### config.mk
export PLATFORM = sky130hd
export DESIGN_NAME = mpfWriteChannel
export DESIGN_NICKNAME = d
export VERILOG_FILES = /design/src/mpfWritePkg.sv /design/src/mpfWriteChannel.sv /design/src/writeBeatTracker.sv /design/src/writeChannelCsr.sv /design/src/writeProtocolChecker.sv /design/src/writeRequestFifo.sv
export SDC_FILE = /design/constraint.sdc
export NUM_CORES = 1
export LEC_CHECK = 0
export BUFFER_PORTS_ARGS = -buffer_cell sky130_fd_sc_hd__buf_2
export CAP_MARGIN = 10
export CORE_MARGIN = 2
export CORE_UTILIZATION = 25
export CTS_BUF_LIST = sky130_fd_sc_hd__clkbuf_2
export CTS_CLUSTER_SIZE = 14
export DETAILED_ROUTE_END_ITERATION = 6
export SLEW_MARGIN = 10
export SYNTH_ARGS = -nofsm -noshare
export SYNTH_HDL_FRONTEND = slang
export SYNTH_SLANG_ARGS = --single-unit
### constraint.sdc
create_clock -name clk -period 5.7 [get_ports clk]
set_clock_uncertainty 0.2 [all_clocks]
set_input_delay 0.57 -clock clk [delete_from_list [all_inputs] [get_ports clk]]
set_output_delay 0.57 -clock clk [all_outputs]
set_load 0.005 [all_outputs]
### src/mpfWritePkg.sv
`default_nettype none

package mpfWritePkg;

    // Width of the data word carried by one beat, which is one cache line slice
    localparam int DataWidth = 64;

    // Beat number inside a packet, packets span 1 to 4 lines
    typedef logic [1:0] tClNum;

    // Packet length code, number of lines minus one
    typedef logic [1:0] tClLen;

    // Header that travels with every beat
    typedef struct packed {
        // Line address of this beat
        logic [31:0] address;
        // Length code of the whole packet, repeated on each beat
        tClLen       clLen;
        // Start-of-packet marker, set only on the first beat
        logic        sop;
        // Tag carried through unchanged for the requester
        logic [15:0] mdata;
    } tWriteHdr;

    // One write beat as it enters and leaves the channel
    typedef struct packed {
        tWriteHdr               hdr;
        logic [DataWidth-1:0]   data;
    } tWriteBeat;

    // APB request side, driven by the bus master
    typedef struct packed {
        logic        psel;
        logic        penable;
        logic        pwrite;
        logic [7:0]  paddr;
        logic [31:0] pwdata;
    } tApbReq;

    // APB response side, driven by the register block
    typedef struct packed {
        logic [31:0] prdata;
        logic        pready;
        logic        pslverr;
    } tApbRsp;

    // Protocol fault flags
    // The same layout serves the per-beat faults and the sticky status, and
    // sopPhase lands in status bit 1 with misaligned in bit 0
    typedef struct packed {
        logic sopPhase;
        logic misaligned;
    } tWriteFaults;

endpackage

`default_nettype wire

### src/mpfWriteChannel.sv
`timescale 1ns/1ps
`default_nettype none

module mpfWriteChannel
    import mpfWritePkg::*;
#(
    parameter int FifoDepth = 4
)
(
    input  logic      clk,
    input  logic      reset,

    // Write beats from the requester
    input  tWriteBeat inBeat,
    input  logic      inValid,
    output logic      inReady,

    // Write beats toward memory
    output tWriteBeat outBeat,
    output logic      outValid,
    input  logic      outReady,

    // Register access
    input  tApbReq    apbReq,
    output tApbRsp    apbRsp
);

    logic        enable;
    logic        accepted;
    tWriteBeat   acceptedBeat;
    logic        eop;
    logic        packetActive;
    tClNum       nextBeatNum;
    tWriteFaults faults;
    tWriteFaults clearFaults;
    logic [31:0] errorAddress;

    // Data path, the only place beats are stored
    writeRequestFifo #(
        .FifoDepth(FifoDepth)
    ) fifo (
        .clk(clk),
        .reset(reset),
        .enable(enable),
        .inBeat(inBeat),
        .inValid(inValid),
        .inReady(inReady),
        .outBeat(outBeat),
        .outValid(outValid),
        .outReady(outReady),
        .accepted(accepted),
        .acceptedBeat(acceptedBeat)
    );

    // Beat position within the current packet
    writeBeatTracker tracker (
        .clk(clk),
        .reset(reset),
        .accepted(accepted),
        .acceptedBeat(acceptedBeat),
        .eop(eop),
        .packetActive(packetActive),
        .nextBeatNum(nextBeatNum)
    );

    // Fault detection uses the tracker state from before the beat is counted
    writeProtocolChecker protocolChecker (
        .clk(clk),
        .reset(reset),
        .accepted(accepted),
        .acceptedBeat(acceptedBeat),
        .packetActive(packetActive),
        .nextBeatNum(nextBeatNum),
        .clearFaults(clearFaults),
        .faults(faults),
        .errorAddress(errorAddress)
    );

    writeChannelCsr csr (
        .clk(clk),
        .reset(reset),
        .apbReq(apbReq),
        .apbRsp(apbRsp),
        .accepted(accepted),
        .eop(eop),
        .packetActive(packetActive),
        .faults(faults),
        .errorAddress(errorAddress),
        .enable(enable),
        .clearFaults(clearFaults)
    );

endmodule

`default_nettype wire

### src/writeBeatTracker.sv
`timescale 1ns/1ps
`default_nettype none

module writeBeatTracker
    import mpfWritePkg::*;
(
    input  logic      clk,
    input  logic      reset,

    // Handshake result and beat copy from the FIFO input side
    input  logic      accepted,
    input  tWriteBeat acceptedBeat,

    // High when the presented beat is the last one of its packet
    output logic      eop,

    // High while a multi-line packet has started but not yet finished
    output logic      packetActive,
    // Beat number the next accepted beat should carry
    output tClNum     nextBeatNum
);

    // The last beat is the one whose position equals the length code
    // This looks only at the beat on the input, the caller qualifies it with accepted
    assign eop = (nextBeatNum == tClNum'(acceptedBeat.hdr.clLen));

    // Beat position state moves only on the edge that takes a beat
    always_ff @(posedge clk)
    begin
        if (reset)
        begin
            nextBeatNum  <= '0;
            packetActive <= 1'b0;
        end
        else if (accepted)
        begin
            if (eop)
            begin
                // Packet complete, wait for the next start
                nextBeatNum  <= '0;
                packetActive <= 1'b0;
            end
            else
            begin
                // More beats to come in this packet
                nextBeatNum  <= nextBeatNum + tClNum'(1);
                packetActive <= 1'b1;
            end
        end
    end

endmodule

`default_nettype wire

### src/writeChannelCsr.sv
`timescale 1ns/1ps
`default_nettype none

module writeChannelCsr
    import mpfWritePkg::*;
(
    input  logic        clk,
    input  logic        reset,

    // APB slave port, zero wait states
    input  tApbReq      apbReq,
    output tApbRsp      apbRsp,

    // Event and status inputs from the monitors
    input  logic        accepted,
    input  logic        eop,
    input  logic        packetActive,
    input  tWriteFaults faults,
    input  logic [31:0] errorAddress,

    // Channel control
    output logic        enable,
    output tWriteFaults clearFaults
);

    // Register offsets
    localparam logic [7:0] CtrlOffset        = 8'h00;
    localparam logic [7:0] StatusOffset      = 8'h04;
    localparam logic [7:0] PacketCountOffset = 8'h08;
    localparam logic [7:0] BeatCountOffset   = 8'h0C;
    localparam logic [7:0] ErrorAddrOffset   = 8'h10;

    logic        access;
    logic        writeAccess;
    logic        addrValid;
    logic [31:0] readData;
    logic [31:0] statusWord;
    logic [31:0] packetCount;
    logic [31:0] beatCount;

    // Access phase of an APB transfer, which is also its last cycle here
    assign access      = apbReq.psel && apbReq.penable;
    assign writeAccess = access && apbReq.pwrite;

    // Status view: live packet flag in bit 8, sticky faults in the low bits
    assign statusWord = {23'b0, packetActive, 6'b0, faults};

    // Write-one-to-clear on the status register acts on the completing edge
    assign clearFaults = (writeAccess && (apbReq.paddr == StatusOffset))
                       ? tWriteFaults'(apbReq.pwdata[1:0])
                       : '0;

    // Read mux and address check
    always_comb
    begin
        readData  = '0;
        addrValid = 1'b1;
        case (apbReq.paddr)
            CtrlOffset:        readData = {31'b0, enable};
            StatusOffset:      readData = statusWord;
            PacketCountOffset: readData = packetCount;
            BeatCountOffset:   readData = beatCount;
            ErrorAddrOffset:   readData = errorAddress;
            default:           addrValid = 1'b0;
        endcase
    end

    always_comb
    begin
        apbRsp.prdata  = (apbReq.psel && !apbReq.pwrite) ? readData : '0;
        // No wait states ever
        apbRsp.pready  = 1'b1;
        apbRsp.pslverr = access && !addrValid;
    end

    // Control register, only bit 0 is implemented
    always_ff @(posedge clk)
    begin
        if (reset)
        begin
            enable <= 1'b0;
        end
        else if (writeAccess && (apbReq.paddr == CtrlOffset))
        begin
            enable <= apbReq.pwdata[0];
        end
    end

    // Traffic counters, they wrap silently
    always_ff @(posedge clk)
    begin
        if (reset)
        begin
            packetCount <= '0;
            beatCount   <= '0;
        end
        else if (accepted)
        begin
            beatCount <= beatCount + 32'd1;
            // A packet counts once its last beat is in
            if (eop)
            begin
                packetCount <= packetCount + 32'd1;
            end
        end
    end

endmodule

`default_nettype wire

### src/writeProtocolChecker.sv
`timescale 1ns/1ps
`default_nettype none

module writeProtocolChecker
    import mpfWritePkg::*;
(
    input  logic        clk,
    input  logic        reset,

    // Beat taken by the FIFO on this edge
    input  logic        accepted,
    input  tWriteBeat   acceptedBeat,

    // Position state from the beat tracker, valid before this beat is counted
    input  logic        packetActive,
    input  tClNum       nextBeatNum,

    // Per-bit clear request from the register block
    input  tWriteFaults clearFaults,

    // Sticky fault flags and the address of the first faulting beat
    output tWriteFaults faults,
    output logic [31:0] errorAddress
);

    // Faults found on the beat presented this cycle
    tWriteFaults beatFaults;
    // Faults found on a beat that is really accepted
    tWriteFaults newFaults;
    // Sticky bits that survive this cycle's clear
    tWriteFaults faultsKept;
    // Low address bits of the beat, sized like a beat number
    tClNum       lowAddress;

    always_comb
    begin
        lowAddress = tClNum'(acceptedBeat.hdr.address[$bits(tClNum)-1:0]);

        // A start marker is expected exactly when no packet is open
        beatFaults.sopPhase = (acceptedBeat.hdr.sop != !packetActive);

        // The start of a packet must be aligned to its total size, so the
        // address bits covered by the length code must count up with the beat
        beatFaults.misaligned =
            (((lowAddress ^ nextBeatNum) & tClNum'(acceptedBeat.hdr.clLen)) != '0);

        newFaults  = accepted ? beatFaults : '0;
        faultsKept = faults & ~clearFaults;
    end

    // A fault seen in the same cycle as a clear survives the clear
    always_ff @(posedge clk)
    begin
        if (reset)
        begin
            faults <= '0;
        end
        else
        begin
            faults <= faultsKept | newFaults;
        end
    end

    // Address capture only happens when nothing is pending, so the first
    // faulting beat since the last clear is the one that is kept
    always_ff @(posedge clk)
    begin
        if (reset)
        begin
            errorAddress <= '0;
        end
        else if ((newFaults != '0) && (faultsKept == '0))
        begin
            errorAddress <= acceptedBeat.hdr.address;
        end
    end

endmodule

`default_nettype wire

### src/writeRequestFifo.sv
`timescale 1ns/1ps
`default_nettype none

module writeRequestFifo
    import mpfWritePkg::*;
#(
    parameter int FifoDepth = 4
)
(
    input  logic      clk,
    input  logic      reset,
    input  logic      enable,

    // Upstream side
    input  tWriteBeat inBeat,
    input  logic      inValid,
    output logic      inReady,

    // Downstream side
    output tWriteBeat outBeat,
    output logic      outValid,
    input  logic      outReady,

    // Copy of each taken beat for the monitors
    output logic      accepted,
    output tWriteBeat acceptedBeat
);

    localparam int PtrWidth   = (FifoDepth > 1) ? $clog2(FifoDepth) : 1;
    localparam int CountWidth = $clog2(FifoDepth + 1);

    // Beat storage, written at wrPtr and read at rdPtr
    tWriteBeat             storage [FifoDepth];
    logic [PtrWidth-1:0]   wrPtr;
    logic [PtrWidth-1:0]   rdPtr;
    logic [CountWidth-1:0] count;
    logic                  full;
    logic                  popped;

    // Wrap a pointer at the depth
    function automatic logic [PtrWidth-1:0] nextPtr(input logic [PtrWidth-1:0] ptr);
        if (ptr == PtrWidth'(FifoDepth - 1))
        begin
            return '0;
        end
        return ptr + PtrWidth'(1);
    endfunction

    assign full = (count == CountWidth'(FifoDepth));

    // Readiness does not look at the output side, so a full FIFO stalls the
    // input for a cycle even when the head leaves at the same edge
    assign inReady  = enable && !full;
    assign accepted = inValid && inReady;
    assign acceptedBeat = inBeat;

    // Head of the queue is shown straight from storage
    assign outValid = (count != '0);
    assign outBeat  = storage[rdPtr];
    assign popped   = outValid && outReady;

    always_ff @(posedge clk)
    begin
        if (accepted)
        begin
            storage[wrPtr] <= inBeat;
        end
    end

    always_ff @(posedge clk)
    begin
        if (reset)
        begin
            wrPtr <= '0;
            rdPtr <= '0;
            count <= '0;
        end
        else
        begin
            if (accepted)
            begin
                wrPtr <= nextPtr(wrPtr);
            end
            if (popped)
            begin
                rdPtr <= nextPtr(rdPtr);
            end
            // Occupancy stays put when a push and a pop meet
            if (accepted && !popped)
            begin
                count <= count + CountWidth'(1);
            end
            else if (popped && !accepted)
            begin
                count <= count - CountWidth'(1);
            end
        end
    end

endmodule

`default_nettype wire

==> results.json, run 1 <==
{
  "cts_resized": 0,
  "cts_tree": "built",
  "powerDensity_nw_per_um2": 295,
  "cts_buffer_depth": 3,
  "drc": 0,
  "ys_top_cells_by_area": "edfxtp_1 61%, mux4_2 12%, dfxtp_1 9.9%",
  "start_util_pct": 25.1,
  "cp_slowest_cell": "dfxtp_4",
  "max-slew-margin-rel_pct": 25.5,
  "final_util_pct": 32.4,
  "fin_tns_setup_ns": 0,
  "dp_hpwl_um": 36700,
  "die-area_um2": 92400,
  "critPathKind": "flip-flop to output port",
  "r2r_end": "fifo.storage[0][61]",
  "fin_crit_ns": 4.23,
  "post-synth-top-count-cell": "edfxtp_1",
  "clock-root-buffer": "clkbuf_2",
  "max_freq_ghz": 0.237,
  "syn-cell-area_um2": 22500,
  "crit_end": "outBeat[39]",
  "grt_pass1_wl_um": 90000,
  "synth_edf_count": 460,
  "wl_per_cell_um": 18.4,
  "routed_via_density": 4.42,
  "core_um2": 89600,
  "track_usage_pct": 12.8,
  "required_ns": 4.93,
  "numCtsBuffers": 145,
  "maxCapViolations": 0,
  "io_buffers": 281,
  "place_congestion": 0.776,
  "n_fill_cell": 8786,
  "cp-start-kind": "flip-flop",
  "maxSlewViolCount": 0,
  "crit_chain": "buf_12 > mux4_2 > buf_2",
  "tightestPinTransition_ns": 1.12,
  "overflow": 0,
  "p_sw_share_pct": 26.5,
  "timing.final.crit_share_pct": 74.1,
  "cts_hold_buffers": 252,
  "leakagePower_nw": 9.83,
  "boundaryPins": 313,
  "status": "complete, no violations",
  "cts.sinks": 571,
  "synth_top_cell_by_area": "edfxtp_1",
  "p_seq_share_pct": 53.5,
  "grt_pass1_vias": 15400,
  "rsz0062_at_grt": "no",
  "fp-row-count": 110,
  "drtIter0Drc": 1032,
  "htreeDepth": 4,
  "syn_nets": 1468,
  "clk_pin_slew_ns": 0.09,
  "avgSynthCellArea_um2": 17.3,
  "final_layout_size_suffix_gt1_share_pct": 33.1,
  "irDropWorstVdd_uv": 108,
  "p_clk_share_pct": 32.3,
  "vias": 14200,
  "wirelength_um": 59100,
  "power_frac_comb_pct": 14.2,
  "min_path_type": "flip-flop to flip-flop",
  "syn2layout_area_growth_pct": 29.2,
  "layout.nets": 2092,
  "cts_setup_buffers": 0,
  "r2r_start": "fifo.count[0]",
  "ys_dominant_reg_cell": "edfxtp_1",
  "final_antenna_net_count": 0,
  "setup_violations": 0,
  "path_max_fanout": 72,
  "max_stage_delay_ns": 0.81,
  "yosys.area.top_type_share_pct": 61.4,
  "synth_seq_cells": 571,
  "antenna_found_initial": 4,
  "yosys_warnings": 0,
  "grt_max_degree": 102,
  "r2r_setup_slack_ns": 2.55,
  "synth.cells.most_frequent": "460 x edfxtp_1, 115 x mux4_2, 111 x dfxtp_1, 88 x nor2_1, 70 x nand2b_1",
  "p_sw_mw": 2.27,
  "ys_async_sr_fraction_pct": 0,
  "syn_inst": 1297,
  "reg2regPathDepth": 5,
  "ys_types": 60,
  "synth_seq_area_share_pct": 71.3,
  "p_int_mw": 6.30,
  "fp.dieW_um": 304,
  "cp.arrival_ns": 3.46,
  "dr.pass1.iters": 7,
  "critical_path.endpoint_type": "output port",
  "die_h_um": 304,
  "worstSkewPairLatency_ns": 1.27,
  "hold_violations": 0
}
==> cell usage in the layout (no fill, tap or decap), types with 9 or more instances in the layout <==
cell           count
clkbuf_2         214
o21ai_0           24
edfxtp_1         460
nor4_1            10
mux2i_1           35
nand2_1           34
nor2b_1            9
clkinv_1          26
nor2_1            88
dlygate4sd3_1    252
nand4_1           12
xnor2_1           25
and4_1            11
buf_2            280
dfxtp_1          109
nand3_1           25
or3_1             18
buf_4             11
nor3_1            17
nand2b_1          70
inv_1             14
a222oi_1          29
xor2_1            11
mux4_2           115
a21oi_1           34
==> logic make-up (layout without fill, tap and decap cells) <==
logic type	after synthesis	after routing	share of synthesized area [%]
flops	571	571	71.3
simple gates	333	333	8.20
mux	155	155	13.3
compound gates	104	104	3.19
buf+inv	87	822	1.94
xor+xnor	37	37	1.47
fa+ha+maj	9	9	0.534
other cells	1	4	0.0167
==> routing by layer <==
| layer | vias to the layer above | share of wire [%] | GRT usage (%) |
|---|---|---|---|
| met3 | 72 | 6.1 | 3.45 |
| met2 | 472 | 49 | 21.4 |
| met1 | 7173 | 43 | 15.7 |
| met4 | 2 | 1.9 | 4.94 |
| met5 | - | 0.020 | 0 |
| li1 | 6472 | - | - |
==> critical path: cells and delay by family, from the launching register on <==
kind	cells	cell delay (ns)
flops	1	0.81
buf+inv	2	0.71
mux	1	0.61
==> state kept, by name (all words and copies together), names as in the netlist, 2 cells and up, named ones only <==
| register | count |
|---|---|
| fifo.storage | 460 |
| fifo.wrPtr | 2 |
| fifo.rdPtr | 2 |
| fifo.count | 3 |
| protocolChecker.faults | 2 |
| tracker.nextBeatNum | 2 |
| csr.beatCount | 32 |
| csr.packetCount | 32 |
| protocolChecker.errorAddress | 32 |
==> power by group through the flow <==
stage / logic, mW / clock network, mW / registers [mW]
after floorplan: 0.722 / 0 / 4.61
after global placement: 1.09 / 0 / 4.69
after detailed placement: 1.11 / 0 / 4.69
after CTS: 1.25 / 2.93 / 4.60
after global routing: 1.32 / 3.12 / 4.60
final: 1.22 / 2.77 / 4.59
==> worst min path at each step <==
| stage | to | cells after the start | slack, ns | start |
|---|---|---|---|---|
| finish | protocolChecker.errorAddress[3] | 2 | 0.28 | protocolChecker.errorAddress[3] |
| global route | csr.packetCount[3] | 5 | 0.15 | inValid |
| CTS | csr.packetCount[3] | 5 | 0.002 | inValid |
| detailed placement | protocolChecker.errorAddress[3] | 2 | 0.26 | protocolChecker.errorAddress[3] |
| global placement | protocolChecker.errorAddress[1] | 2 | 0.26 | protocolChecker.errorAddress[1] |
| floorplan | protocolChecker.errorAddress[10] | 2 | 0.25 | protocolChecker.errorAddress[10] |
==> layout make-up <==
class / instances / area (µm²) / area share (%)
flip-flops and latches: 571 / 16000 / 55.2
inverters: 15 / 56.3 / 0.194
diodes: 3 / 7.51 / 0.0258
clock buffers: 214 / 1070 / 3.68
multi-input cells: 639 / 6030 / 20.8
well taps: 1176 / 1470 / 5.06
repair buffers: 549 / 4130 / 14.2
clock inverters: 44 / 255 / 0.878
==> stage by stage <==
step           setup WS [ns]  instances  hold slack [ns]  power [mW]  area, µm²
2_1_floorplan           1.20       1297            0.248        5.33      22500
3_3_place_gp            1.98       2698            0.260        5.78      25200
3_5_place_dp            2.00       2698            0.264        5.80      25200
4_1_cts                 1.06       3208          0.00224        8.78      29100
5_1_grt                 1.09       3210            0.150        9.04      29100
6_report                1.47       3211            0.277        8.58      29100
Note: power is estimated with default switching activity, not from simulation.
==> run 2: changes to the inputs <==
clock period = 4.1 ns   (was 5.7 ns; I/O delays follow)
==> run 2 against run 1 <==
Non-clock buffer count increased by 15. Flip-flop and latch count unchanged. Sequential power increased by 38%. Sequential share of layout area decreased by 0.53 points. Worst hold slack got worse by 0.048 ns. Global-route usage increased by 0.18 points. Via count increased by 0.11%. Cell count increased by 0.65%. Largest cell class unchanged. Die area unchanged.
==> results.json, run 2 (same netlist as run 1, synthesis figures left out) <==
{
  "fp.dieW_um": 304,
  "dp_hpwl_um": 36800,
  "wirelength_um": 59600,
  "dr_wl_met2_um": 29400,
  "final_cell_mix": "460 x edfxtp_1, 280 x buf_2, 257 x dlygate4sd3_1",
  "drc": 0,
  "top_layer": "met4",
  "maxCapViolations": 0,
  "critical_path.endpoint_type": "flip-flop",
  "maxSlewViolCount": 0,
  "reg2regPathDepth": 8,
  "htreeDepth": 4,
  "drtIter0Drc": 883,
  "vias": 14200,
  "powerDensity_nw_per_um2": 413,
  "worstSkewPairLatency_ns": 1.31,
  "numCtsBuffers": 144,
  "grt_pass1_wl_um": 90800,
  "leakagePower_nw": 9.94,
  "critPathKind": "input port to flip-flop",
  "fin_crit_ns": 4.07,
  "final_antenna_net_count": 0,
  "start_util_pct": 25.1,
  "dpl_worst_slack_ns": 1.02,
  "cp.arrival_ns": 5.08,
  "max-slew-margin-rel_pct": 41.7,
  "holdWs_ns": 0.230,
  "path_max_fanout": 32,
  "clock-root-buffer": "clkbuf_2",
  "overflow": 0,
  "timing.final.crit_share_pct": 99.3,
  "tightestPinTransition_ns": 0.874,
  "crit_top_cell": "dlygate4sd3_1",
  "fp-row-count": 110,
  "rsz0062_at_grt": "no",
  "fin_tns_setup_ns": 0,
  "wl_met1_um": 25300,
  "track_usage_pct": 13.0,
  "regMostFlops": "fifo.storage",
  "die_h_um": 304,
  "dr.pass1.iters": 7,
  "core_um2": 89600,
  "max_stage_delay_ns": 0.59,
  "io_buffers": 281,
  "required_ns": 5.11,
  "cts_buffer_depth": 3,
  "routed_via_density": 4.40,
  "cts.sinks": 571,
  "final_layout_size_suffix_gt1_share_pct": 33.4,
  "final_common_cell": "edfxtp_1",
  "final.setup.worst_slack_ns": 0.0294,
  "boundaryPins": 313,
  "wl_met3_um": 3390,
  "cp_slowest_cell": "dlygate4sd3_1",
  "min_path_type": "input port to flip-flop",
  "irDropWorstVdd_uv": 187,
  "place_congestion": 0.804,
  "syn2layout_area_growth_pct": 30.5,
  "clk_pin_slew_ns": 0.10,
  "cp-start-kind": "input port",
  "wl_per_cell_um": 18.4,
  "die-area_um2": 92400,
  "hold_violations": 0,
  "cts_tree": "built",
  "n_fill_cell": 8737,
  "largest_reg_flops": 460,
  "setup_violations": 0,
  "grt_max_degree": 93,
  "max_freq_ghz": 0.246,
  "power.total_mw": 12.1,
  "layout.nets": 2106,
  "antenna_found_initial": 7,
  "grt_pass1_vias": 15300,
  "status": "complete, no violations",
  "crit_chain": "dlygate4sd3_1 > buf_2 > dlygate4sd3_1 > nand2_1 > dlygate4sd3_1 > o21ai_0 > dlygate4sd3_1 > and3_2 > dlygate4sd3_1 > buf_4 > mux2i_1 > dlygate4sd3_1",
  "whs_path_depth": 6
}
## run 2: cell count changes in the layout (fill, tap and decap cells not counted), moves of 2 or more
cell           change
clkbuf_2           -8
clkinv_1           +2
clkinv_2           +9
bufinv_16          +2
buf_12             +7
buf_4              +3
inv_2              -2
dlygate4sd3_1      +5
clkinvlp_4         +2
diode_2            +3
## run 2: where the power goes
group	internal [mW]	leakage, nW	total, mW	switching [mW]
clock	1.63	1.03	3.98	2.35
sequential	6.26	5.03	6.34	0.0716
combinational	1.01	3.88	1.81	0.792
total	8.91	9.94	12.1	3.22
## run 2: worst paths after layout
check / from / end / slack (ns)
setup / recovery: apbReq[1] / protocolChecker.errorAddress[28] / 0.03
setup reg to reg: fifo.count[0] / protocolChecker.errorAddress[28] / 0.62
hold / removal: inBeat[82] / csr.packetCount[3] / 0.23
hold reg to reg: protocolChecker.errorAddress[1] / protocolChecker.errorAddress[1] / 0.29
## run 2: per-layer routing
metal / vias up / track usage (%)
met5: - / 0
met4: 0 / 5.51
met3: 95 / 3.43
met2: 437 / 21.7
met1: 7151 / 15.8
li1: 6523 / -
## run 2: area by class of cell
class                           instances  area (µm²)  area share [%]
Antenna cell                            6        15.0          0.0512
Clock buffer                          206        1030            3.51
Clock inverter                         55         358            1.22
Inverter                               15        56.3           0.192
Multi-Input combinational cell        639        6030            20.6
Sequential cell                       571       16000            54.7
Tap cell                             1176        1470            5.01
Timing Repair Buffer                  564        4340            14.8
## run 2: worst max-delay path: cells and delay by family
family                 cells  cell delay [ns]
muxes                      1             0.24
buffers and inverters      8             3.97
AOI/OAI and AO/OA          1             0.15
and+or+nand+nor            2             0.23
## run 2: per-stage QoR
step	instance area, µm²	utilization (%)	instances
after floorplan	22500	-	1297
after global placement	25300	28.3	2706
after detailed placement	25300	28.3	2706
after CTS	29300	32.7	3226
after global routing	29300	32.8	3232
final	29300	32.8	3232
## run 2: repair_timing
action | 4_1_cts | 5_1_grt
hold endpoints to repair | 686 | 0
hold buffers | 258 | 0
gates resized for setup | 0 | 0
setup buffers | 1 | 0
endpoints found under the setup margin | 71 | 0
==> run 3: changes to the inputs <==
CELL_PAD_IN_SITES_DETAIL_PLACEMENT = 1   (was default)
CELL_PAD_IN_SITES_GLOBAL_PLACEMENT = 2   (was default)
PLACE_DENSITY_LB_ADDON = 0.1   (was default)
==> run 3 against run 2 <==
The flow now finishes with violations (DRC). First-iteration DRC count down 23%. Register-to-register slack worse by 0.03 ns. Flip-flop and latch count unchanged. Critical path depth unchanged. Count of clock-buffer cells in the layout up 40. Cell count up 1.7%. Die area unchanged. Non-clock buffer count up 37.
==> results.json, run 3 (same netlist as run 1, synthesis figures left out) <==
{
  "cts_buffer_depth": 3,
  "cp-start-kind": "input port",
  "track_usage_pct": 14.7,
  "crit_top_cell": "dlygate4sd3_1",
  "timing.final.crit_share_pct": 91.0,
  "wl_per_cell_um": 20.4,
  "worst-path-buf-inv": 8,
  "tightestPinTransition_ns": 0.823,
  "wirelength_um": 66900,
  "start_util_pct": 25.1,
  "overflow": 0,
  "die-area_um2": 92400,
  "syn2layout_area_growth_pct": 32.5,
  "max-slew-margin-rel_pct": 45.1,
  "dpl_cell_area_um2": 25400,
  "worstSkewPairLatency_ns": 1.29,
  "die_h_um": 304,
  "hp-start": "inBeat[13]",
  "cp.arrival_ns": 4.80,
  "drc": 1,
  "fp.dieW_um": 304,
  "crit_chain": "dlygate4sd3_1 > dlygate4sd3_1 > buf_2 > dlygate4sd3_1 > a22oi_1 > a21oi_2 > dlygate4sd3_1 > and3_2 > buf_12 > buf_4 > mux2i_1 > dlygate4sd3_1",
  "path_max_fanout": 16,
  "final_layout_size_suffix_gt1_share_pct": 33.8,
  "r2r_start": "fifo.count[0]",
  "final_antenna_net_count": 0,
  "rsz0062_at_grt": "no",
  "place_congestion": 0.683,
  "numCtsBuffers": 162,
  "clk_pin_slew_ns": 0.09,
  "maxSlewViolCount": 0,
  "io_buffers": 281,
  "fin_area_um2": 29800,
  "startpoint": "inBeat[81]",
  "critical_path.endpoint_type": "flip-flop",
  "dr.pass1.iters": 7,
  "clock-root-buffer": "clkbuf_2",
  "regMostFlops": "fifo.storage",
  "fin_tns_setup_ns": 0,
  "largest_reg_flops": 460,
  "powerDensity_nw_per_um2": 414,
  "cts_setup_buffers": 0,
  "power.total_mw": 12.3,
  "final_common_cell": "edfxtp_1",
  "fp-row-count": 110,
  "required_ns": 5.17,
  "routed_via_density": 4.38,
  "fin_crit_ns": 3.73,
  "cts_tree": "built",
  "grt_max_degree": 76,
  "grt_pass1_wl_um": 101000,
  "vias": 14400,
  "irDropWorstVdd_uv": 286,
  "core_um2": 89600,
  "max_stage_delay_ns": 0.67,
  "critPathKind": "input port to flip-flop",
  "boundaryPins": 313,
  "dp_hpwl_um": 40700,
  "leakagePower_nw": 10.2,
  "hold_violations": 0,
  "setup_violations": 0,
  "grt_pass1_vias": 15800,
  "path_delay_family": "buffers and inverters",
  "drtIter0Drc": 676,
  "failed_checks": "DRC",
  "final_cell_mix": "460 x edfxtp_1, 291 x dlygate4sd3_1, 280 x buf_2",
  "min_path_type": "input port to flip-flop",
  "max_freq_ghz": 0.268,
  "antenna_found_initial": 3,
  "cts.sinks": 571,
  "status": "complete, but fails checks",
  "cp_slowest_cell": "dlygate4sd3_1",
  "r2r_setup_slack_ns": 0.59,
  "htreeDepth": 4,
  "maxCapViolations": 0,
  "layout.nets": 2161
}
==> run 3: report_power, final <==
group / total (mW) / internal (mW) / switching [mW] / leakage (nW)
Combinational: 1.87 / 1.00 / 0.864 / 4.07
Sequential: 6.30 / 6.26 / 0.0368 / 5.03
Clock: 4.16 / 1.71 / 2.45 / 1.11
Total: 12.3 / 8.98 / 3.35 / 10.2
==> run 3: per-layer routing <==
metal | share of wire [%] | global-route usage, % | vias up | routed length [µm]
li1 | - | - | 6617 | -
met1 | 45 | 18.9 | 7298 | 30200
met2 | 48 | 23.8 | 360 | 32200
met3 | 4.8 | 3.91 | 104 | 3180
met4 | 2.0 | 5.28 | 4 | 1350
met5 | 0.040 | 0 | - | 27
==> run 3: worst register-to-register path: stages (launching register included) <==
cell and delay (ns):
dfxtp_1 0.41, or3b_1 0.36, nand3_4 0.21, a21oi_2 0.16, dlygate4sd3_1 0.58, and3_2 0.33
buf_12 0.23, buf_4 0.26, mux2i_1 0.20, dlygate4sd3_1 0.56
==> run 3: final cells by class <==
| type | instances | area (µm²) |
|---|---|---|
| Tap cell | 1176 | 1470 |
| Antenna cell | 2 | 5.00 |
| Clock buffer | 246 | 1230 |
| Multi-Input combinational cell | 639 | 6030 |
| Clock inverter | 37 | 219 |
| Sequential cell | 571 | 16000 |
| Timing Repair Buffer | 601 | 4750 |
| Inverter | 15 | 56.3 |
| Fill cell | 9508 | 59800 |
==> run 3: final timing paths <==
check,endpoint,depth (start not counted)
max reg2reg,protocolChecker.errorAddress[20],9
min reg2reg,protocolChecker.errorAddress[1],2
min,fifo.storage[1][13],3
max,protocolChecker.errorAddress[20],12
==> run 3: what timing repair did <==
action	CTS	global route
hold buffers	294	0
setup endpoints to repair	0	7
endpoints found under the hold margin	644	0
resized for setup	0	0
==> run 3: through the flow <==
| step | instances | util, % | setup WS, ns | hold slack (ns) |
|---|---|---|---|---|
| after floorplan | 1297 | - | 0.865 | 0.248 |
| after global placement | 2709 | 28.3 | 1.08 | 0.260 |
| after detailed placement | 2709 | 28.3 | 1.05 | 0.269 |
| after CTS | 3286 | 33.3 | 0.0948 | 0.000622 |
| after global routing | 3286 | 33.3 | 0.0416 | 0.0700 |
| final | 3287 | 33.3 | 0.367 | 0.257 |
